--- src/include/i2c_cfg.svh ---
`ifndef I2C_CFG_SVH
`define I2C_CFG_SVH

// clock cycles per quarter of an SCL period
`define I2C_CLK_DIV 4

// longest transaction the controller will run, in data bytes
`define I2C_MAX_BYTES 4

// width of the host data word
`define I2C_DATA_W 32

`endif

--- src/design/i2c_pkg.sv ---
`include "i2c_cfg.svh"

package i2c_pkg;

  // host command, sampled with the start strobe
  typedef struct packed {
    logic                   rw;        // 1 means read
    logic [6:0]             dev_addr;
    logic [2:0]             nbytes;
    logic [`I2C_DATA_W-1:0] wdata;
  } i2c_cmd_t;

  typedef struct packed {
    logic                   rw;
    logic [7:0]             addr_byte;
    logic [2:0]             nbytes;
    logic [`I2C_DATA_W-1:0] wbytes;    // first byte on the wire sits in the top byte
  } i2c_job_t;

  // one per finished byte, plus a closing one once STOP is on the bus
  typedef struct packed {
    logic [7:0] data;
    logic       last;
    logic       nack;
    logic       is_read;
    logic       stop_done;
  } i2c_byte_evt_t;

  typedef struct packed {
    logic [`I2C_DATA_W-1:0] rdata;
    logic                   nack;
  } i2c_result_t;

endpackage

--- src/design/i2c_cmd_decode.sv ---
`timescale 1ns/1ns
`include "i2c_cfg.svh"

module i2c_cmd_decode import i2c_pkg::*; (
  input  logic     rst,
  input  logic     clk,
  input  logic     start,
  input  i2c_cmd_t cmd,
  input  logic     done,
  output logic     busy,
  output logic     job_valid,
  output i2c_job_t job
);

  logic       busy_q;
  logic       accept;
  logic [2:0] nb;
  logic [5:0] shift;

  assign busy   = busy_q & ~done;  // drops in the same cycle as done
  assign accept = start & ~busy;

  // byte count is forced into 1..max before the data gets aligned
  always_comb begin
    if (cmd.nbytes == 3'd0) begin
      nb = 3'd1;
    end else if (cmd.nbytes > 3'(`I2C_MAX_BYTES)) begin
      nb = 3'(`I2C_MAX_BYTES);
    end else begin
      nb = cmd.nbytes;
    end
    shift = {3'(`I2C_MAX_BYTES) - nb, 3'b000};
  end

  always_ff @(posedge rst or negedge clk) begin
    if (!clk) begin
      busy_q    <= 1'b0;
      job_valid <= 1'b0;
    end else begin
      job_valid <= accept;
      if (accept) begin
        busy_q <= 1'b1;
      end else if (done) begin
        busy_q <= 1'b0;
      end
    end
  end

  always_ff @(posedge rst) begin
    if (accept) begin
      job.rw        <= cmd.rw;
      job.addr_byte <= {cmd.dev_addr, cmd.rw};
      job.nbytes    <= nb;
      job.wbytes    <= cmd.wdata << shift;  // unused high bytes fall off the top
    end
  end

  // the engine would lose a job that arrives on the heels of another one
  a_job_single: assert property (@(posedge rst) disable iff (!clk) job_valid |=> !job_valid);

endmodule

--- config.mk ---
export PLATFORM = sky130hd
export DESIGN_NAME = i2c_cmd_decode
export DESIGN_NICKNAME = d
export VERILOG_FILES = /design/src/design/i2c_pkg.sv /design/src/design/i2c_cmd_decode.sv
export VERILOG_INCLUDE_DIRS = /design/src /design/src/include
export SDC_FILE = /design/constraint.sdc
export NUM_CORES = 1
export LEC_CHECK = 0
export ABC_AREA = 1
export BUFFER_PORTS_ARGS = -buffer_cell sky130_fd_sc_hd__buf_2
export CORE_AREA = 2 2 80 101
export CTS_BUF_LIST = sky130_fd_sc_hd__clkbuf_4
export CTS_CLUSTER_SIZE = 12
export DETAILED_ROUTE_END_ITERATION = 10
export DIE_AREA = 0 0 82 103
export SYNTH_ARGS = -nofsm -noshare
export SYNTH_HDL_FRONTEND = slang
export SYNTH_SLANG_ARGS = --single-unit
export TNS_END_PERCENT = 5
--- constraint.sdc ---
create_clock -name rst -period 5.1 [get_ports rst]
set_clock_uncertainty 0.1 [all_clocks]
set_input_delay 0.255 -clock rst [delete_from_list [all_inputs] [get_ports rst]]
set_output_delay 0.255 -clock rst [all_outputs]
set_load 0.02 [all_outputs]
==> flow_metrics.tcl <==
set metrics [dict create \
    synth_area_leaders "edfxtp_1, nand2_1, nand3_1" \
    maxSlewViolCount 0 \
    drc_errors 0 \
    yosys_warnings 0 \
    tightestPinTransition_ns 0.572 \
    finalCritPeriodShare 0.505 \
    fillCellCount 775 \
    reg2reg_slack_ns 3.56 \
    reg2reg_depth 4 \
    postSynthAreaPerCell_um2 9.39 \
    ir_worst_vdd_v 0.000129 \
    outcome "completed" \
    post_cts_buffers 0 \
    drtIter0Drc 121 \
    yosys.area.top_type_share 0.595 \
    antenna_left 0 \
    netlist_area_um2 2170 \
    antenna_found_initial 0 \
    hold_start "start" \
    rr_startpoint "busy_q$_DFFE_PN0P_" \
    crit_start "cmd[34]" \
    wl_per_cell_um 13.3 \
    synth_edf_count 43 \
    clock-root-buffer "clkbuf_4" \
    yosysTopAreaCell "edfxtp_1" \
    final_cell_area_um2 2870 \
    rsz0062_at_grt "no" \
    syn_to_final_growth_pct 32.3 \
    netlist_top_cells_count "nand2_1, edfxtp_1, nand3_1" \
    startpoint_type "input port" \
    synthFlopType "edfxtp_1" \
    detailed_place_hpwl_mm 4.06 \
    drive_above_1_share 0.336 \
    power.density_cell_area_nw_per_um2 294 \
    grt_pass1_vias 1794 \
    track_usage 0.137 \
    grt_pass1_wl_mm 8.51 \
    routed_wl_mm 5.68 \
    vias_per_cell 4.44 \
    htree_levels 2 \
    finalHoldViolCount 0 \
    cp_max_fo 27 \
    clk_pin_slew_ns 0.13 \
    utilization 0.379 \
    endpoint "job[3]$_SDFFCE_PP0P_" \
    crit_path_end_kind "register" \
    ys_ff_latch 45 \
    leakagePower_nw 1.43 \
    clock_sinks 45 \
    cts_buffer_depth 2 \
    crit_arrival_ns 2.66 \
    slew_headroom 0.619 \
    hold_class "input port to register" \
    drt_pass1_iterations 4 \
    synthArstFlopShare 0.0444 \
    io_buffers 92 \
    synthCells 231 \
    max_freq_mhz 388 \
    synth_nets 279 \
    place_congestion 0.859 \
    start_util 0.287 \
    clock_latency_ns 0.34 \
    fp.coreArea_um2 7570 \
    grt_max_degree 45 \
    seq_area_frac_synth 0.618 \
    fp-row-count 36 \
    fp.dieW_um 82 \
    setup_viol 0 \
    overflow 0 \
    synthDistinctLibCells 19 \
    cp.required_ns 5.18 \
    synth_most_common_cell "nand2_1" \
    cts_tree "done" \
    fin_crit_ns 2.58 \
    tns_ns 0 \
    die-area_um2 8450 \
    regToRegEndpoint "job[7]$_SDFFCE_PP0P_" \
    postPlaceCellArea_um2 2690 \
    criticalPathCategory "input port to register" \
    die_h_um 103 \
    numCtsBuffers 5 \
    vias 1891 \
    io_pins 93 \
    num-nets-final 377 \
    drv_cap 0 \
]
-- area by class of cell --
cell class / count / area, um^2 / share of cell area
clock buffers: 6 / 45.0 / 0.0157
flip-flops and latches: 45 / 1340 / 0.467
multi-input cells: 156 / 692 / 0.241
repair buffers: 103 / 568 / 0.198
diodes: 1 / 2.50 / 0.000872
inverters: 18 / 67.6 / 0.0235
clock inverters: 2 / 35.0 / 0.0122
well taps: 95 / 119 / 0.0414
-- cell usage in the layout, fill, tap and decap left out, drive strengths merged --
master	Yosys	layout
buf	11	93
diode	0	1
a21oi	8	8
nor3	8	8
clkbuf	1	6
dfrtp	2	2
dlygate4sd3	0	10
nor2	11	11
nand3	25	25
inv	18	18
clkinv	0	1
nand2	102	102
edfxtp	43	43
bufinv	0	1
nand3b	1	1
ha	1	1
-- flip-flops by register name, summed over array words and instances, names as in the netlist --
name	flops
busy_q	1
job_valid	1
job	43
-- through the flow --
stage / hold slack, ns / instances / setup WS [ns] / total power, mW
detailed placement: -0.0561 / 407 / 2.71 / 0.625
finish: 0.0337 / 426 / 2.52 / 0.844
global placement: -0.0575 / 407 / 2.80 / 0.623
floorplan: -0.141 / 231 / 2.17 / 0.567
global route: 0.0315 / 425 / 2.31 / 0.893
CTS: 0.0104 / 425 / 2.53 / 0.860
-- layer usage --
layer / wire length [um] / share of wire / global-route usage / vias to the layer above
met2: 2900 / 0.51 / 0.241 / 86
li1: - / - / - / 952
met1: 2170 / 0.38 / 0.154 / 842
met3: 464 / 0.082 / 0.0324 / 11
met5: 0 / 0 / 0 / -
met4: 148 / 0.026 / 0.0667 / 0
-- power breakdown --
group	switching (mW)	internal, mW	total [mW]	leakage [nW]
sequential	0.00528	0.438	0.443	0.445
clock	0.117	0.108	0.225	0.0457
combinational	0.117	0.0587	0.176	0.935
total	0.239	0.605	0.844	1.43
-- cells by family after synthesis --
group | synth area share
AOI/OAI and AO/OA | 0.0185
adders and majority gates | 0.00577
buffers and inverters | 0.0663
DFF | 0.618
and+or+nand+nor | 0.291
-- worst max-delay path: stages --
cell	delay (ns)
dlygate4sd3_1	0.53
buf_2	0.14
inv_2	0.35
nand2_4	0.26
ha_1	0.40
inv_1	0.14
nand3_2	0.32
nor3_1	0.25
-- timing repair --
item | in CTS | in global routing
resized for setup | 0 | 0
hold buffers | 10 | 0
hold endpoints to repair | 11 | 0
endpoints found under the setup margin | 0 | 0
-- worst min-delay path by stage --
| stage | endpoint | depth (start not counted) |
|---|---|---|
| final | busy_q$_DFFE_PN0P_ | 3 |
| after global routing | busy_q$_DFFE_PN0P_ | 3 |
| after CTS | busy_q$_DFFE_PN0P_ | 3 |
| after detailed placement | busy_q$_DFFE_PN0P_ | 1 |
| after global placement | busy_q$_DFFE_PN0P_ | 1 |
| after floorplan | busy_q$_DFFE_PN0P_ | 0 |
Power figures use the tool's default switching activity.
