--- src/include/i2c_cfg.svh ---
`ifndef I2C_CFG_SVH
`define I2C_CFG_SVH

// clock cycles per quarter of an SCL period
`define I2C_CLK_DIV 4

// longest transaction the controller will run, in data bytes
`define I2C_MAX_BYTES 4

// width of the host data word
`define I2C_DATA_W 32

`endif

--- src/design/i2c_pkg.sv ---
`include "i2c_cfg.svh"

package i2c_pkg;

  // host command, sampled with the start strobe
  typedef struct packed {
    logic                   rw;        // 1 means read
    logic [6:0]             dev_addr;
    logic [2:0]             nbytes;
    logic [`I2C_DATA_W-1:0] wdata;
  } i2c_cmd_t;

  typedef struct packed {
    logic                   rw;
    logic [7:0]             addr_byte;
    logic [2:0]             nbytes;
    logic [`I2C_DATA_W-1:0] wbytes;    // first byte on the wire sits in the top byte
  } i2c_job_t;

  // one per finished byte, plus a closing one once STOP is on the bus
  typedef struct packed {
    logic [7:0] data;
    logic       last;
    logic       nack;
    logic       is_read;
    logic       stop_done;
  } i2c_byte_evt_t;

  typedef struct packed {
    logic [`I2C_DATA_W-1:0] rdata;
    logic                   nack;
  } i2c_result_t;

endpackage

--- src/design/i2c_bit_engine.sv ---
`timescale 1ns/1ns
`include "i2c_cfg.svh"

module i2c_bit_engine import i2c_pkg::*; (
  input  logic          rst,
  input  logic          clk,
  input  logic          job_valid,
  input  i2c_job_t      job,
  output logic          scl,
  input  logic          sda_in,
  output logic          sda_low,
  output logic          evt_valid,
  output i2c_byte_evt_t evt
);

  localparam int QW = $clog2(`I2C_CLK_DIV + 1);

  typedef enum logic [2:0] {PH_IDLE, PH_START, PH_LOW, PH_HIGH, PH_STOP} phase_e;
  typedef enum logic [2:0] {
    BS_IDLE, BS_ADDR, BS_ACK_RX, BS_WRITE, BS_READ, BS_ACK_TX, BS_STOP
  } byte_e;

  phase_e                 ph;
  byte_e                  bs;
  logic [QW-1:0]          qdiv;
  logic [1:0]             qcnt;
  logic                   tick;
  logic                   start_pt, setup_pt, sample_pt, bit_end;
  logic                   stop_low_pt, stop_rel_pt, stop_end;
  logic                   go_stop, last_byte;
  logic [2:0]             bit_cnt, byte_cnt, nbytes_q;
  logic                   rw_q, addr_done, sda_smp;
  logic [7:0]             shreg;
  logic [`I2C_DATA_W-1:0] wbuf;

  assign tick        = (ph != PH_IDLE) && (qdiv == QW'(`I2C_CLK_DIV - 1));
  assign start_pt    = tick && ph == PH_START && qcnt == 2'd0;
  assign setup_pt    = tick && ph == PH_LOW && qcnt == 2'd0;   // middle of SCL low
  assign sample_pt   = tick && ph == PH_LOW && qcnt == 2'd1;   // SCL about to rise
  assign bit_end     = tick && ph == PH_HIGH && qcnt == 2'd1;
  assign stop_low_pt = tick && ph == PH_STOP && qcnt == 2'd0;
  assign stop_rel_pt = tick && ph == PH_STOP && qcnt == 2'd2;
  assign stop_end    = tick && ph == PH_STOP && qcnt == 2'd3;
  assign last_byte   = (byte_cnt + 3'd1 == nbytes_q);
  assign go_stop     = (bs == BS_ACK_RX && (sda_smp || (addr_done && last_byte))) ||
                       (bs == BS_ACK_TX && last_byte);

  // each SCL level lasts two quarters, START and STOP get their own quarter sequences
  always_ff @(posedge rst or negedge clk) begin
    if (!clk) begin
      ph   <= PH_IDLE;
      qdiv <= '0;
      qcnt <= '0;
      scl  <= 1'b1;
    end else if (ph == PH_IDLE) begin
      qdiv <= '0;
      qcnt <= '0;
      scl  <= 1'b1;
      if (job_valid) ph <= PH_START;
    end else begin
      qdiv <= tick ? '0 : qdiv + 1'b1;
      if (tick) begin
        qcnt <= qcnt + 2'd1;
        case (ph)
          PH_START: if (qcnt == 2'd1) begin
            ph   <= PH_LOW;
            scl  <= 1'b0;
            qcnt <= '0;
          end
          PH_LOW: if (qcnt == 2'd1) begin
            ph   <= PH_HIGH;
            scl  <= 1'b1;
            qcnt <= '0;
          end
          PH_HIGH: if (qcnt == 2'd1) begin
            ph   <= go_stop ? PH_STOP : PH_LOW;
            scl  <= 1'b0;
            qcnt <= '0;
          end
          PH_STOP: begin
            if (qcnt == 2'd1) scl <= 1'b1;
            if (qcnt == 2'd3) ph <= PH_IDLE;
          end
          default: ph <= PH_IDLE;
        endcase
      end
    end
  end

  always_ff @(posedge rst or negedge clk) begin
    if (!clk) begin
      bs        <= BS_IDLE;
      bit_cnt   <= '0;
      byte_cnt  <= '0;
      nbytes_q  <= '0;
      rw_q      <= 1'b0;
      addr_done <= 1'b0;
      sda_smp   <= 1'b0;
      shreg     <= '0;
      wbuf      <= '0;
      sda_low   <= 1'b0;
      evt_valid <= 1'b0;
      evt       <= '0;
    end else begin
      evt_valid <= 1'b0;
      if (job_valid && bs == BS_IDLE) begin
        bs        <= BS_ADDR;
        shreg     <= job.addr_byte;
        wbuf      <= job.wbytes;
        rw_q      <= job.rw;
        nbytes_q  <= job.nbytes;
        bit_cnt   <= '0;
        byte_cnt  <= '0;
        addr_done <= 1'b0;
      end
      if (start_pt || stop_low_pt) sda_low <= 1'b1;
      if (stop_rel_pt) sda_low <= 1'b0;  // SDA rises with SCL high, which is the STOP
      if (stop_end) begin
        bs        <= BS_IDLE;
        evt_valid <= 1'b1;
        evt       <= '{data: 8'h00, last: 1'b1, nack: 1'b0, is_read: 1'b0, stop_done: 1'b1};
      end
      if (setup_pt) begin
        case (bs)
          BS_ADDR, BS_WRITE: begin
            sda_low <= ~shreg[7];
            shreg   <= {shreg[6:0], shreg[7]};  // rotate so the byte is intact after 8 bits
          end
          BS_ACK_TX: sda_low <= ~last_byte;     // the final read byte gets a NACK
          default:   sda_low <= 1'b0;
        endcase
      end
      if (sample_pt) begin
        sda_smp <= sda_in;
        if (bs == BS_READ) shreg <= {shreg[6:0], sda_in};
      end
      if (bit_end) begin
        case (bs)
          BS_ADDR, BS_WRITE: begin
            bit_cnt <= bit_cnt + 3'd1;
            if (bit_cnt == 3'd7) bs <= BS_ACK_RX;
          end
          BS_READ: begin
            bit_cnt <= bit_cnt + 3'd1;
            if (bit_cnt == 3'd7) bs <= BS_ACK_TX;
          end
          BS_ACK_RX: begin
            evt_valid <= 1'b1;
            evt       <= '{data: shreg, last: go_stop, nack: sda_smp, is_read: 1'b0,
                           stop_done: 1'b0};
            addr_done <= 1'b1;
            if (addr_done) byte_cnt <= byte_cnt + 3'd1;
            if (go_stop) begin
              bs <= BS_STOP;
            end else if (rw_q && !addr_done) begin
              bs <= BS_READ;
            end else begin
              bs    <= BS_WRITE;
              shreg <= wbuf[`I2C_DATA_W-1 -: 8];
              wbuf  <= {wbuf[`I2C_DATA_W-9:0], 8'h00};
            end
          end
          BS_ACK_TX: begin
            evt_valid <= 1'b1;
            evt       <= '{data: shreg, last: last_byte, nack: 1'b0, is_read: 1'b1,
                           stop_done: 1'b0};
            byte_cnt  <= byte_cnt + 3'd1;
            bs        <= go_stop ? BS_STOP : BS_READ;
          end
          default: ;
        endcase
      end
    end
  end

  a_idle_release: assert property (@(posedge rst) disable iff (!clk)
    (ph == PH_IDLE) |-> !sda_low);

  // outside START and STOP the data line may only move while SCL is low
  a_sda_stable: assert property (@(posedge rst) disable iff (!clk)
    (scl && $past(scl) && ph != PH_START && ph != PH_STOP) |-> $stable(sda_low));

endmodule

--- config.mk ---
export PLATFORM = sky130hd
export DESIGN_NAME = i2c_bit_engine
export DESIGN_NICKNAME = d
export VERILOG_FILES = /design/src/design/i2c_pkg.sv /design/src/design/i2c_bit_engine.sv
export VERILOG_INCLUDE_DIRS = /design/src /design/src/include
export SDC_FILE = /design/constraint.sdc
export NUM_CORES = 1
export LEC_CHECK = 0
export BUFFER_PORTS_ARGS = -buffer_cell sky130_fd_sc_hd__buf_2
export CORE_UTILIZATION = 34
export DETAILED_ROUTE_END_ITERATION = 8
export GPL_TIMING_DRIVEN = 0
export PLACE_DENSITY_LB_ADDON = 0.05
export SLEW_MARGIN = 20
export SYNTH_ARGS = -nofsm -noshare
export SYNTH_HDL_FRONTEND = slang
export SYNTH_SLANG_ARGS = --single-unit
--- constraint.sdc ---
create_clock -name rst -period 4.8 [get_ports rst]
set_input_delay 0.48 -clock rst [delete_from_list [all_inputs] [get_ports rst]]
set_output_delay 0.48 -clock rst [all_outputs]
set_load 0.01 [all_outputs]
==> flow_summary.yaml <==
status:
  status: "completed"
cells_and_area:
  fillerInstances: 1193
  multiInputGateArea_sq_um: 2170
  drive_above_1_share_pct: 36.0
  final_core_util_pct: 42.3
  area_growth_pct: 19.9
  antennaDiodeCount: 0
  seqCellArea_sq_um: 1950
  finalNetCount: 469
  instances_no_fill: 590
routing:
  drc_errors: 0
  wl_mm: 9.48
  vias_per_cell: 4.87
  drt_iter0_drc: 120
  ant_nets: 0
  wl_per_cell_um: 16.1
  vias: 2876
  firstDrtPassIters: 4
sta:
  hold_viol_final: 0
  setup_tns_ps: 0
  setup_viol: 0
  clock-skew-final_ps: 9.12
  max_slew_margin_pct: 52.0
  fin_crit_sh_pct: 51.5
  period_needed_ps: 2470
  worst_pin_slew_ps: 718
  rsz0062_at_grt: "false"
  fmax_mhz: 405
  drv_slew: 0
  hold_slack_ps: 103
global_routing:
  grt_pass1_wl_mm: 16.2
  grt_pass1_vias: 3037
  track_usage_pct: 16.6
  gr-total-overflow: 0
  grt_max_degree: 42
  antenna_found_initial: 0
power:
  vdd_drop_max_mv: 0.144
  leakage_nw: 2.33
  power.density_nw_per_um2: 370
  p_total_mw: 1.90
floorplan:
  die_area_sq_um: 13100
  die-width_um: 114
  num_io_pins: 63
  initial_core_util_pct: 35.3
  core_area_sq_um: 12200
  rows: 40
  die_y_um: 114
worst_setup_path:
  cp_max_fo: 10
  critical_path_class: "reg2reg"
  cp_num_buf_inv: 2
  r2r_cells: 5
  crit_chain: "nor4b_4 -> buf_2 -> buf_2 -> mux2_1 -> mux2_4"
  cp_top_family: "buffers and inverters"
  r2r_end: "wbuf[25]$_DFF_PN0_"
  cp.depth: 5
  slowest_delay_ps: 580
  cp_slowest_cell: "nor4b_4"
  crit_top_cell: "buf_2"
  critPathRequiredTime_ps: 5030
  worst_setup_path_start_kind: "flop"
  cp_data_arrival_time_ps: 2700
  end_kind: "flop"
  reg2reg_slack_ps: 2330
  r2r-start: "bs[2]$_DFF_PN0_"
synth:
  synthesis.area_sq_um: 4290
  synth.avg_cell_area_sq_um: 12.5
  synth_cell_types: 65
  ys.flop_type: "dfrtp_1"
  synthCells: 343
  synthesis.nets: 395
  seq_area_frac_synth_pct: 45.5
  synth_seq_cells: 78
  yosys_warnings: 0
  synth_edf_count: 0
  async_flop_share_pct: 100
clocking:
  cts_tree: "yes"
  cts_root_buf: "clkbuf_16"
  cts_setup_buffers: 0
  cts.sinks: 78
  cts.path.max_buffers: 2
  clk_pin_slew_ps: 60
  hold_buffers: 0
  htreeDepth: 3
  post_cts_resized: 0
  cts_buffers: 9
  clock_latency_ps: 350
job:
  maxCapViolCount: 0
placement:
  portBuffers: 62
  dp_cells: 574
  place_hpwl_mm: 7.09
  globalplace.congestion: 0.808
hold_path:
  hold_path_class: "in2async"
## cells in the mapped netlist (6+ instances only)
library cell | number | area, sq um
mux2_1 | 33 | 372
mux2_2 | 14 | 158
nor2b_1 | 6 | 37.5
dfrtp_1 | 77 | 1930
inv_1 | 8 | 30.0
mux2_4 | 32 | 480
buf_2 | 9 | 45.0
mux2i_1 | 14 | 140
nand2_1 | 23 | 86.3
o21ai_1 | 14 | 70.1
nor2_1 | 19 | 71.3
## worst register-to-register path, delay by kind of cell, from the launching register on
kind / cells / cell delay [ps]
buffers and inverters: 2 / 710
DFF: 1 / 460
muxes: 2 / 620
and+or+nand+nor: 1 / 580
## worst max path at each step
| stage | startpoint | slack, ps | to |
|---|---|---|---|
| global placement | job_valid | 2210 | wbuf[24]$_DFF_PN0_ |
| CTS | bs[2]$_DFF_PN0_ | 2270 | wbuf[25]$_DFF_PN0_ |
| detailed placement | job_valid | 2190 | wbuf[25]$_DFF_PN0_ |
| floorplan | byte_cnt[0]$_DFF_PN0_ | 2620 | shreg[0]$_DFF_PN0_ |
| global route | bs[0]$_DFF_PN0_ | 2140 | wbuf[12]$_DFF_PN0_ |
| finish | bs[2]$_DFF_PN0_ | 2330 | wbuf[25]$_DFF_PN0_ |
## power breakdown
part	switching (mW)	internal (mW)	total (mW)
Clock	0.280	0.417	0.697
Sequential	0.0534	0.742	0.796
Combinational	0.201	0.209	0.410
## stage by stage
step / cell area, sq um / worst slack, ps
finish: 5140 / 2330
global route: 5140 / 2140
CTS: 5140 / 2270
detailed placement: 4840 / 2190
global placement: 4810 / 2210
floorplan: 4290 / 2620
## final cells by class
cell class | instances | area share [%]
multi-input combinational | 236 | 42.3
inverter | 8 | 0.584
clock buffer | 11 | 4.72
clock inverter | 5 | 1.14
sequential | 78 | 38.0
buffer | 21 | 2.56
timing repair buffer | 63 | 6.62
tap | 168 | 4.09
## flip-flops by register name, indices dropped and copies added (netlist names), 2 cells and up
signal,cells
bit_cnt,3
bs,3
byte_cnt,3
evt,12
nbytes_q,3
ph,3
qcnt,2
qdiv,3
shreg,8
wbuf,32
## cell families after synthesis
group	synth area share (%)
compound gates	9.07
xor+xnor	1.17
fa+ha+maj	1.40
buf+inv	3.76
flops	45.5
mux	26.8
simple gates	12.3
## layer usage
metal	share of wire, %	GRT usage [%]	up-vias
li1	-	-	1412
met1	49	22.7	1399
met2	45	24.9	53
met3	3.3	2.96	12
met4	2.4	8.83	0
met5	0	0	-
## placed cells by master, fill, tap and decap left out, types with 3 or more instances in the layout
| master | instances |
|---|---|
| dfrtp_1 | 77 |
| o31ai_1 | 3 |
| a21oi_1 | 3 |
| ha_1 | 4 |
| nor2b_1 | 6 |
| or3_1 | 3 |
| mux2_2 | 14 |
| mux2i_1 | 14 |
| buf_6 | 4 |
| nor3b_1 | 4 |
| mux2_4 | 32 |
| nand2b_1 | 3 |
| nand3_1 | 3 |
| nor2_1 | 19 |
| buf_4 | 4 |
| mux2_1 | 33 |
| clkbuf_1 | 5 |
| o22ai_1 | 3 |
| nor4b_1 | 3 |
| nand2_1 | 23 |
| clkbuf_16 | 9 |
| buf_2 | 70 |
| a211oi_1 | 3 |
| inv_1 | 8 |
| o21ai_1 | 14 |
Power figures use the tool's default switching activity.
