--- src/include/i2c_cfg.svh ---
`ifndef I2C_CFG_SVH
`define I2C_CFG_SVH

// clock cycles per quarter of an SCL period
`define I2C_CLK_DIV 4

// longest transaction the controller will run, in data bytes
`define I2C_MAX_BYTES 4

// width of the host data word
`define I2C_DATA_W 32

`endif

--- src/design/i2c_pkg.sv ---
`include "i2c_cfg.svh"

package i2c_pkg;

  // host command, sampled with the start strobe
  typedef struct packed {
    logic                   rw;        // 1 means read
    logic [6:0]             dev_addr;
    logic [2:0]             nbytes;
    logic [`I2C_DATA_W-1:0] wdata;
  } i2c_cmd_t;

  typedef struct packed {
    logic                   rw;
    logic [7:0]             addr_byte;
    logic [2:0]             nbytes;
    logic [`I2C_DATA_W-1:0] wbytes;    // first byte on the wire sits in the top byte
  } i2c_job_t;

  // one per finished byte, plus a closing one once STOP is on the bus
  typedef struct packed {
    logic [7:0] data;
    logic       last;
    logic       nack;
    logic       is_read;
    logic       stop_done;
  } i2c_byte_evt_t;

  typedef struct packed {
    logic [`I2C_DATA_W-1:0] rdata;
    logic                   nack;
  } i2c_result_t;

endpackage

--- src/design/i2c_read_collect.sv ---
`timescale 1ns/1ns
`include "i2c_cfg.svh"

module i2c_read_collect import i2c_pkg::*; (
  input  logic          rst,
  input  logic          clk,
  input  logic          evt_valid,
  input  i2c_byte_evt_t evt,
  output logic          done,
  output i2c_result_t   result
);

  logic                   in_txn;
  logic                   nack_q;
  logic                   first;
  logic                   nack_nxt;
  logic [`I2C_DATA_W-1:0] acc, acc_base, acc_nxt;

  assign first    = evt_valid && !in_txn;  // address byte opens every transaction
  assign acc_base = first ? '0 : acc;
  // read bytes enter at the bottom so the first one ends up most significant
  assign acc_nxt  = evt.is_read ? {acc_base[`I2C_DATA_W-9:0], evt.data} : acc_base;
  assign nack_nxt = (!first && nack_q) | evt.nack;

  always_ff @(posedge rst or negedge clk) begin
    if (!clk) begin
      in_txn <= 1'b0;
      nack_q <= 1'b0;
      done   <= 1'b0;
    end else begin
      done <= evt_valid && evt.stop_done;
      if (evt_valid) begin
        in_txn <= !evt.stop_done;
        nack_q <= nack_nxt;
      end
    end
  end

  always_ff @(posedge rst) begin
    if (evt_valid) acc <= acc_nxt;
    if (evt_valid && evt.stop_done) begin
      result.rdata <= nack_nxt ? '0 : acc_nxt;  // a refused transfer returns no data
      result.nack  <= nack_nxt;
    end
  end

  a_done_pulse: assert property (@(posedge rst) disable iff (!clk) done |=> !done);

endmodule

--- config.mk ---
export PLATFORM = sky130hd
export DESIGN_NAME = i2c_read_collect
export DESIGN_NICKNAME = d
export VERILOG_FILES = /design/src/design/i2c_pkg.sv /design/src/design/i2c_read_collect.sv
export VERILOG_INCLUDE_DIRS = /design/src /design/src/include
export SDC_FILE = /design/constraint.sdc
export NUM_CORES = 1
export LEC_CHECK = 0
export BUFFER_PORTS_ARGS = -buffer_cell sky130_fd_sc_hd__buf_2
export CORE_AREA = 2 2 76 78
export CTS_BUF_LIST = sky130_fd_sc_hd__clkbuf_8 sky130_fd_sc_hd__clkbuf_16
export DETAILED_ROUTE_END_ITERATION = 8
export DIE_AREA = 0 0 78 80
export PLACE_DENSITY = 0.8
export SYNTH_ARGS = -nofsm -noshare
export SYNTH_HDL_FRONTEND = slang
export SYNTH_SLANG_ARGS = --single-unit
--- constraint.sdc ---
create_clock -name rst -period 2.09 [get_ports rst]
set_input_delay 0.209 -clock rst [delete_from_list [all_inputs] [get_ports rst]]
set_output_delay 0.209 -clock rst [all_outputs]
set_load 0.05 [all_outputs]
==> reports/qor.yml, run 1 <==
outcome:
  outcome: "finished, final reports clean"
worst_setup_path:
  reg2regPathDepth: 3
  end_kind: "flip-flop"
  cp_data_required_time_ns: 2.16
  path_class: "reg -> reg"
  reg2reg_slack_ns: 0.68
  worst-path-max-fanout: 33
  cp.arrival_ns: 1.48
  startpoint_type: "flip-flop"
timing:
  fin_crit_sh_pct: 67.4
  final_hold_viol_count: 0
  skew_ns: 0.00991
  max_freq_mhz: 710
  rsz0062_at_grt: "false"
  slew_viol_final: 0
  finalCriticalPeriod_ns: 1.41
  relSlewSlack_pct: 65.8
  hold_slack_ns: 0.143
  max_slew.worst_pin.slew_ns: 0.513
  fin_tns_setup_ns: 0
  setup_viol: 0
placement:
  io_buffer_count: 47
  gp_congestion: 0.759
  place_hpwl_um: 3050
clock_network:
  path_clk_slew_ns: 0.06
  post_cts_resize_count: 0
  clockBufferDepth: 2
  cts_setup_buffers: 0
  ctsHoldBuffers: 1
  clk_latency_ns: 0.34
  cts-buffers-inserted: 9
  clock_sink_count: 68
  clockRootBuffer: "clkbuf_8"
  tritoncts: "built"
  h-tree-depth: 3
yosys:
  synth.largest_area_cell: "edfxtp_1"
  yosys_warnings: 0
  ys_top_cells_by_area: "edfxtp_1, mux2i_1, nor3_2, nor2_1, dfrtp_1"
  synth_seq_cells: 68
  synthesis.area_mm2: 0.00292
  avgSynthCellArea_um2: 15.1
  yosysUniqueCellTypes: 18
  syn_inst: 193
  syn_nets: 208
  ys_seq_area_share_pct: 69.3
  synth.top_cell.area_share_pct: 66.8
die:
  fp.dieW_um: 78
  coreArea_mm2: 0.00541
  fp.dieH_um: 80
  rows: 27
  initial_core_util_pct: 54.1
  io_pins: 49
  die-area_mm2: 0.00624
layout:
  finalNetCount: 260
  drive_gt1_share_pct: 37.6
  mostFrequentLayoutCells: "edfxtp_1, buf_2, nor2_1"
  n_fill_cell: 434
  area_delta_synth_final_pct: 16.1
  layout_commonest_cell: "edfxtp_1"
  num_antenna_cells: 0
grt:
  grt_pass1_vias: 1638
  overflow: 0
  grt_usage_pct: 16.8
  grt_max_degree: 49
  grt_pass1_wl_um: 7730
  antenna_found_initial: 0
routing:
  avgViaCountPerCell: 5.15
  routedWlPerCell_um: 14.6
  wl_um: 4700
  antenna_left: 0
  drc_errors: 0
  drt_iter0_markers: 107
  vias: 1658
  dr.pass1.iters: 4
pwr:
  power_uw: 2900
  power.leakage_uw: 0.00138
  ir_worst_vdd_v: 0.000510
  p_per_area_mw_per_mm2: 856
min_path:
  hold_depth: 2
  hold_path.class: "in -> reg"
flow_run:
  drv_cap: 0
==> cell usage after synthesis, drive strengths merged <==
cell,number
edfxtp,65
nor2,26
mux2i,24
nor3,24
nand2,16
buf,12
a21oi,8
nand3b,8
dfrtp,3
clkbuf,2
a21o,1
a22o,1
and2,1
nand2b,1
nor2b,1
==> cell families after synthesis <==
kind of cell,share of synthesized area (%)
AND/OR/NAND/NOR,15.8
flip-flops,69.3
multiplexers,8.22
buffers and inverters,3.42
AO/OA/AOI/OAI,3.21
==> per-stage QoR <==
| stage | util, % | cells | setup WS, ns | instance area, um^2 |
|---|---|---|---|---|
| after detailed placement | 59.8 | 305 | 0.610 | 3230 |
| after CTS | 62.8 | 322 | 0.665 | 3390 |
| final | 62.8 | 322 | 0.681 | 3390 |
| after floorplan | - | 193 | 0.640 | 2920 |
| after global placement | 59.8 | 305 | 0.638 | 3230 |
| after global routing | 62.8 | 322 | 0.606 | 3390 |
==> critical path, stage by stage (launching register included) <==
cell      delay, ns
dfrtp_1        0.41
nand2b_1       0.17
a21o_4         0.47
nor3_1         0.09
==> final cells by class <==
class	instances	area (um^2)	share of cell area, %
Sequential cell	68	2030	59.7
Multi-Input combinational cell	111	803	23.7
Timing Repair Buffer	55	323	9.51
Clock buffer	9	124	3.65
Tap cell	72	90.1	2.65
Clock inverter	7	26.3	0.774
==> routing by layer <==
metal / wire, um / global-route usage (%)
met1: 2000 / 21.1
met2: 2380 / 26.5
met3: 194 / 3.51
met4: 123 / 11.1
met5: 0 / 0
==> sequential cells by signal, summed over array words and instances (netlist names) <==
| signal | flops |
|---|---|
| result | 33 |
| done | 1 |
| nack_q | 1 |
| in_txn | 1 |
| acc | 32 |
==> power by group <==
group	switching, uW	leakage [uW]	internal (uW)
Clock	442	0.000102	400
Combinational	295	0.000602	120
Sequential	35.9	0.000677	1610
Total	773	0.00138	2130
==> worst paths after layout <==
kind / from / to
max: in_txn / result[32]
min: evt[2] / nack_q
max reg2reg: in_txn / result[32]
min reg2reg: nack_q / nack_q
max in group asynchronous: clk / in_txn
min in group asynchronous: clk / nack_q
Power figures use the tool's default switching activity.
==> inputs of run 2 (changes only) <==
ABC_AREA = 1   (was not set)
CORE_AREA = 2 2 77 79   (was 2 2 76 78)
DIE_AREA = 0 0 79 81   (was 0 0 78 80)
PLACE_DENSITY = 0.79   (was 0.8)
clock period = 1.4 ns   (was 2.09 ns; I/O delays follow)
==> run 2 against run 1 <==
Cell count increased by 29%; largest power group unchanged; die area rose by 2.5%; total power up 53%; design area is 2.2% higher; global-route usage is 1.5 points higher; area after synthesis increased by 0.90%.
==> reports/qor.yml, run 2 <==
layout:
  largest_reg_flops: 33  # unchanged
  layout_commonest_cell: "inv_1"
  drive_gt1_share_pct: 20.2  # -17 points
  finalNetCount: 351  # +35%
  num_antenna_cells: 0  # unchanged
  mostFrequentLayoutCells: "inv_1, edfxtp_1, nand2_1"
  top_regs: "result: 33 flops, acc: 32 flops"
  area_delta_synth_final_pct: 17.6
  top_register: "result"
worst_setup_path:
  crit_path_top_delay_cell: "dfrtp_1"
  reg2reg_to: "result[6]"
  reg2reg_slack_ns: 0.13  # -0.55 ns
  cp_slowest_stage_delay_ns: 0.36  # -0.11 ns
  reg2regPathDepth: 5  # +2
  path_class: "reg -> reg"
  crit_path_cell_trace: "inv_1 -> nand2_2 -> buf_12 -> a21oi_1 -> nor2_1"
  startpoint_type: "flip-flop"
  cp_data_required_time_ns: 1.48  # -0.68 ns
  worst-path-max-fanout: 30  # -9.1%
  end_kind: "flip-flop"
  cp.arrival_ns: 1.35  # -0.13 ns
  setup.worst_path.start: "in_txn"
  worstSetupEndpoint: "result[6]"
  r2r_start: "in_txn"
pwr:
  switching_share_pct: 26.8  # +0.14 points
  ir_worst_vdd_v: 0.000563  # +10%
  comb_power_share_pct: 15.0  # +0.7 points
  net-switching-power_uw: 1190  # +53%
  clkPwrFrac_pct: 30.0  # +1.0 points
  p_int_uw: 3250  # +52%
  p_seq_share_pct: 55.0  # -1.7 points
  power.leakage_uw: 0.00169  # +23%
  p_per_area_mw_per_mm2: 1280  # +49%
routing:
  drc_errors: 0  # unchanged
  vias: 1943  # +17%
  wl_um: 5300  # +13%
  avgViaCountPerCell: 4.67  # -9.3%
  dr.pass1.iters: 4  # unchanged
  antenna_left: 0  # unchanged
  drt_iter0_markers: 160  # +50%
  routedWlPerCell_um: 12.7  # -13%
yosys:
  yosys_warnings: 0  # unchanged
  yosysUniqueCellTypes: 15  # -3
  synthFlopType: "edfxtp_1"
  synth_seq_cells: 68  # unchanged
  ys_top_cells_by_area: "edfxtp_1, inv_1, nand2_1, nor2_1, nand3_1"
  syn_nets: 298  # +43%
  ys_seq_area_share_pct: 68.7  # -0.62 points
  synth_commonest_cells: "edfxtp_1, inv_1, nand2_1"
  async_reset_ff_share_pct: 4.41  # unchanged
  synthesis.area_mm2: 0.00295  # +0.90%
  avgSynthCellArea_um2: 10.4  # -31%
  yosysMostFrequentCell: "edfxtp_1"
  synth.top_cell.area_share_pct: 66.2  # -0.59 points
  syn_inst: 283  # +47%
  synth_edf_count: 65  # unchanged
  synth.largest_area_cell: "edfxtp_1"
grt:
  overflow: 0  # unchanged
  grt_max_degree: 50  # +2.0%
  grt_pass1_vias: 1847  # +13%
  grt_usage_pct: 18.2  # +1.5 points
  grt_pass1_wl_um: 8650  # +12%
  antenna_found_initial: 0  # unchanged
clock_network:
  clockRootBuffer: "clkbuf_8"
  cts-buffers-inserted: 9  # unchanged
  path_clk_slew_ns: 0.07  # about the same
  cts_setup_buffers: 0  # unchanged
  post_cts_resize_count: 0  # unchanged
  tritoncts: "built"
  clockBufferDepth: 2  # unchanged
  clk_latency_ns: 0.33  # about the same
  clock_sink_count: 68  # unchanged
  h-tree-depth: 3  # unchanged
timing:
  finalCriticalPeriod_ns: 1.27  # -0.142 ns
  slew_viol_final: 0  # unchanged
  setup_viol: 0  # unchanged
  fin_tns_setup_ns: 0  # unchanged
  hold_slack_ns: 0.0928  # -0.0507 ns
  rsz0062_at_grt: "false"
  final_hold_viol_count: 0  # unchanged
  max_slew.worst_pin.slew_ns: 0.414  # -0.0982 ns
  relSlewSlack_pct: 72.4  # +6.5 points
  fin_crit_sh_pct: 90.5  # +23 points
  max_freq_mhz: 789  # +11%
  skew_ns: 0.00633  # -0.00358 ns
outcome:
  outcome: "finished, final reports clean"
placement:
  place_hpwl_um: 3300  # +8.0%
  gp_congestion: 0.756  # -0.41%
  io_buffer_count: 47  # unchanged
min_path:
  hold_path.class: "in -> reg"
die:
  io_pins: 49  # unchanged
  fp.dieW_um: 79  # +1.3%
  die-area_mm2: 0.00640  # +2.5%
  fp.dieH_um: 81  # +1.3%
  rows: 28  # +3.7%
  initial_core_util_pct: 52.0  # -2.1 points
  coreArea_mm2: 0.00568  # +5.0%
flow_run:
  drv_cap: 0  # unchanged
## run 2: cell type report
cell class                      count  area [um^2]
Fill cell                         501         2210
Multi-Input combinational cell    134          573
Tap cell                           75         93.8
Clock inverter                      6         25.0
Sequential cell                    68         2030
Inverter                           69          259
Timing Repair Buffer               54          353
Clock buffer                       10          138
## run 2: logic make-up (layout without fill, tap and decap cells)
| family | after synthesis | in the layout | synth area share (%) |
|---|---|---|---|
| buffers and inverters | 81 | 139 | 11.8 |
| and+or+nand+nor | 124 | 124 | 17.7 |
| AOI/OAI and AO/OA | 10 | 10 | 1.70 |
| DFF | 68 | 68 | 68.7 |
## run 2: worst min path at each step
stage	endpoint	slack [ns]	start	depth (start not counted)
final	acc[0]	0.09	evt_valid	1
after global routing	acc[0]	0.1	evt_valid	1
after global placement	done	-0.06	clk	1
after floorplan	done	-0.16	clk	0
after CTS	acc[0]	0.09	evt_valid	1
after detailed placement	in_txn	-0.06	clk	1
## run 2: what timing repair did
item                                    in CTS  in global routing
endpoints found under the setup margin       0                  0
endpoints found under the hold margin        3                  0
hold buffers                                 1                  0
## run 2: stage by stage
stage	utilization (%)	area (um^2)	worst slack, ns	cells	total power [uW]
after CTS	61.1	3470	0.138	416	4450
after global placement	58.1	3300	0.202	399	3110
after global routing	61.1	3470	0.0495	416	4600
after detailed placement	58.1	3300	0.157	399	3140
final	61.1	3470	0.132	416	4430
after floorplan	-	2950	0.155	283	2960
## run 2: layer usage
metal  vias to the layer above  wire length (um)  track usage (%)
met2                        71              2620             29.7
li1                        981                 -                -
met1                       880              2240             24.0
met5                         -                 0                0
met4                         0               112             8.97
met3                        11               320             3.11
## run 2: worst max-delay path: cells and delay by family, from the launching register on
family,cells,cell delay (ns)
AO/OA/AOI/OAI,1,0.22
AND/OR/NAND/NOR,2,0.16
flip-flops,1,0.36
buffers and inverters,2,0.27
## run 2: power by group through the flow
stage	combinational, uW	clock [uW]	sequential [uW]
after floorplan	310	0	2650
after global placement	636	0	2470
after detailed placement	657	0	2480
after CTS	667	1340	2440
after global routing	736	1420	2450
final	663	1330	2440
==> inputs of run 3 (changes only) <==
ABC_AREA = not set   (was 1)
CORE_AREA = 2 2 76 78   (was 2 2 77 79)
DIE_AREA = 0 0 78 80   (was 0 0 79 81)
PLACE_DENSITY = 0.8   (was 0.79)
==> run 3 against run 2 <==
Utilization is 2.3 points higher; clock power barely moved; first-iteration DRC count shrank 37%; sequential cell count stayed put; setup slack got worse by 0.027 ns; total power decreased by 0.17%; sequential power barely moved; wire length down 11%; critical path depth fell by 2; hold slack worse by 0.013 ns; via count shrank 14%; combinational power fell by 4.8%; critical endpoint is now result[20].
==> reports/qor.yml, run 3 (same netlist as run 1, synthesis figures left out) <==
routing:
  avgViaCountPerCell: 5.13  # +9.8%
  drt_iter0_markers: 101  # -37%
  routedWlPerCell_um: 14.5  # +14%
  drc_errors: 0  # unchanged
  dr.pass1.iters: 4  # unchanged
  antenna_left: 0  # unchanged
  wl_um: 4720  # -11%
  vias: 1666  # -14%
grt:
  grt_pass1_wl_um: 7600  # -12%
  grt_usage_pct: 16.3  # -1.9 points
  grt_pass1_vias: 1615  # -13%
  antenna_found_initial: 0  # unchanged
  overflow: 0  # unchanged
  grt_max_degree: 41  # -18%
timing:
  final_hold_viol_count: 0  # unchanged
  relSlewSlack_pct: 66.4  # -6.0 points
  rsz0062_at_grt: "false"
  fin_crit_sh_pct: 92.5  # +1.9 points
  finalCriticalPeriod_ns: 1.29  # +0.0269 ns
  slew_viol_final: 0  # unchanged
  fin_tns_setup_ns: 0  # unchanged
  max_freq_mhz: 772  # -2.1%
  max_slew.worst_pin.slew_ns: 0.504  # +0.0898 ns
  skew_ns: 0.0105  # +0.00413 ns
  setup_viol: 0  # unchanged
clock_network:
  h-tree-depth: 3  # unchanged
  clk_latency_ns: 0.34  # about the same
  clock_sink_count: 68  # unchanged
  post_cts_resize_count: 0  # unchanged
  tritoncts: "built"
  cts-buffers-inserted: 9  # unchanged
  clockRootBuffer: "clkbuf_8"
  clockBufferDepth: 2  # unchanged
  path_clk_slew_ns: 0.07  # about the same
worst_setup_path:
  reg2regPathDepth: 3  # -2
  reg2reg_slack_ns: 0.11  # -0.03 ns
  end_kind: "flip-flop"
  path_class: "reg -> reg"
  worst-path-buf-inv: 0  # -2
  r2r_start: "in_txn"
  cp_data_required_time_ns: 1.47  # about the same
  reg2reg_to: "result[20]"
  crit_family: "compound AO/OA/AOI/OAI gates"
  cp.arrival_ns: 1.37  # +0.02 ns
  worst-path-max-fanout: 33  # +10%
  crit_path_top_delay_cell: "a21o_4"
  startpoint_type: "flip-flop"
  crit_path_cell_trace: "nand2b_1 -> a21o_4 -> nor3_2"
  cp_slowest_stage_delay_ns: 0.46  # +0.10 ns
layout:
  fin_util_pct: 63.4  # +2.3 points
  num_antenna_cells: 0  # unchanged
  top_register: "result"
  largest_reg_flops: 33  # unchanged
  mostFrequentLayoutCells: "edfxtp_1, buf_2, nor2_1"
  n_fill_cell: 428  # -15%
  layout_commonest_cell: "edfxtp_1"
  multiInputGateArea_um2: 803  # +40%
  finalNonFillerCells: 325  # -22%
  ff_latch_area_mm2: 0.00203  # unchanged
  drive_gt1_share_pct: 39.9  # +20 points
  finalNetCount: 263  # -25%
  area_delta_synth_final_pct: 17.3
  top_regs: "result: 33 flops, acc: 32 flops"
pwr:
  power.leakage_uw: 0.00139  # -18%
  ir_worst_vdd_v: 0.000713  # +27%
  p_per_area_mw_per_mm2: 1290  # +0.96%
  power_uw: 4420  # -0.17%
outcome:
  outcome: "finished, final reports clean"
flow_run:
  drv_cap: 0  # unchanged
min_path:
  hold_path.class: "in -> reg"
  worstHoldEndpoint: "nack_q"
  hold_start: "evt[2]"
  hold_depth: 2  # +1
die:
  rows: 27  # -3.6%
  coreArea_mm2: 0.00541  # -4.8%
  die-area_mm2: 0.00624  # -2.5%
  fp.dieH_um: 80  # -1.2%
  io_pins: 49  # unchanged
  initial_core_util_pct: 54.1  # +2.1 points
  fp.dieW_um: 78  # -1.3%
placement:
  place_hpwl_um: 3100  # -5.9%
  gp_congestion: 0.727  # -3.8%
  placedCellCount: 308  # -23%
  io_buffer_count: 47  # unchanged
[run 3: cell count changes in the layout (fill, tap and decap cells not counted), moves of 6 or more]
cell      change
clkinv_1      -6
nand3b_1      +8
nand3_1      -24
inv_1        -63
buf_4         +7
a21oi_1       -9
nand2_1      -33
or2_1         -8
a21oi_2       +8
mux2i_1      +24
nor2_1       -14
nor3_2       +21
[run 3: worst max path at each step]
stage               startpoint         end  depth (start not counted)
finish                  in_txn  result[20]                          3
global route            in_txn  result[25]                          3
CTS                     in_txn  result[20]                          3
detailed placement      in_txn  result[20]                          3
global placement        in_txn  result[32]                          3
floorplan               evt[0]   result[0]                          1
[run 3: per-layer routing]
metal | up-vias | wire length (um) | part of all wire, % | global-route usage, %
met5 | - | 0 | 0 | 0
met4 | 0 | 116 | 2.5 | 8.77
met3 | 14 | 195 | 4.1 | 4.07
met2 | 43 | 2350 | 50 | 26.5
met1 | 795 | 2060 | 44 | 20.3
li1 | 814 | - | - | -
[run 3: report_power, final]
group,internal (uW),leakage [uW],switching [uW]
sequential,2400,0.000677,54.1
combinational,186,0.000616,444
clock,662,0.0000996,673
[run 3: timing repair]
action | 4_1_cts | 5_1_grt
buffers inserted | 0 | 0
hold buffers | 1 | 0
hold endpoints to repair | 3 | 0
[run 3: stage by stage]
step	setup WS [ns]	instance area (um^2)	hold WS, ns
finish	0.105	3430	0.0799
global route	0.0168	3430	0.0727
CTS	0.0928	3430	0.0714
detailed placement	0.100	3260	-0.0582
global placement	0.120	3260	-0.0638
floorplan	0.0189	2920	-0.156
[run 3: layout make-up]
type                       count  share of cell area [%]
timing repair buffer          58                    10.1
tap                           72                    2.63
clock buffer                  10                    4.01
sequential                    68                    59.1
clock inverter                 6                   0.766
multi-input combinational    111                    23.4
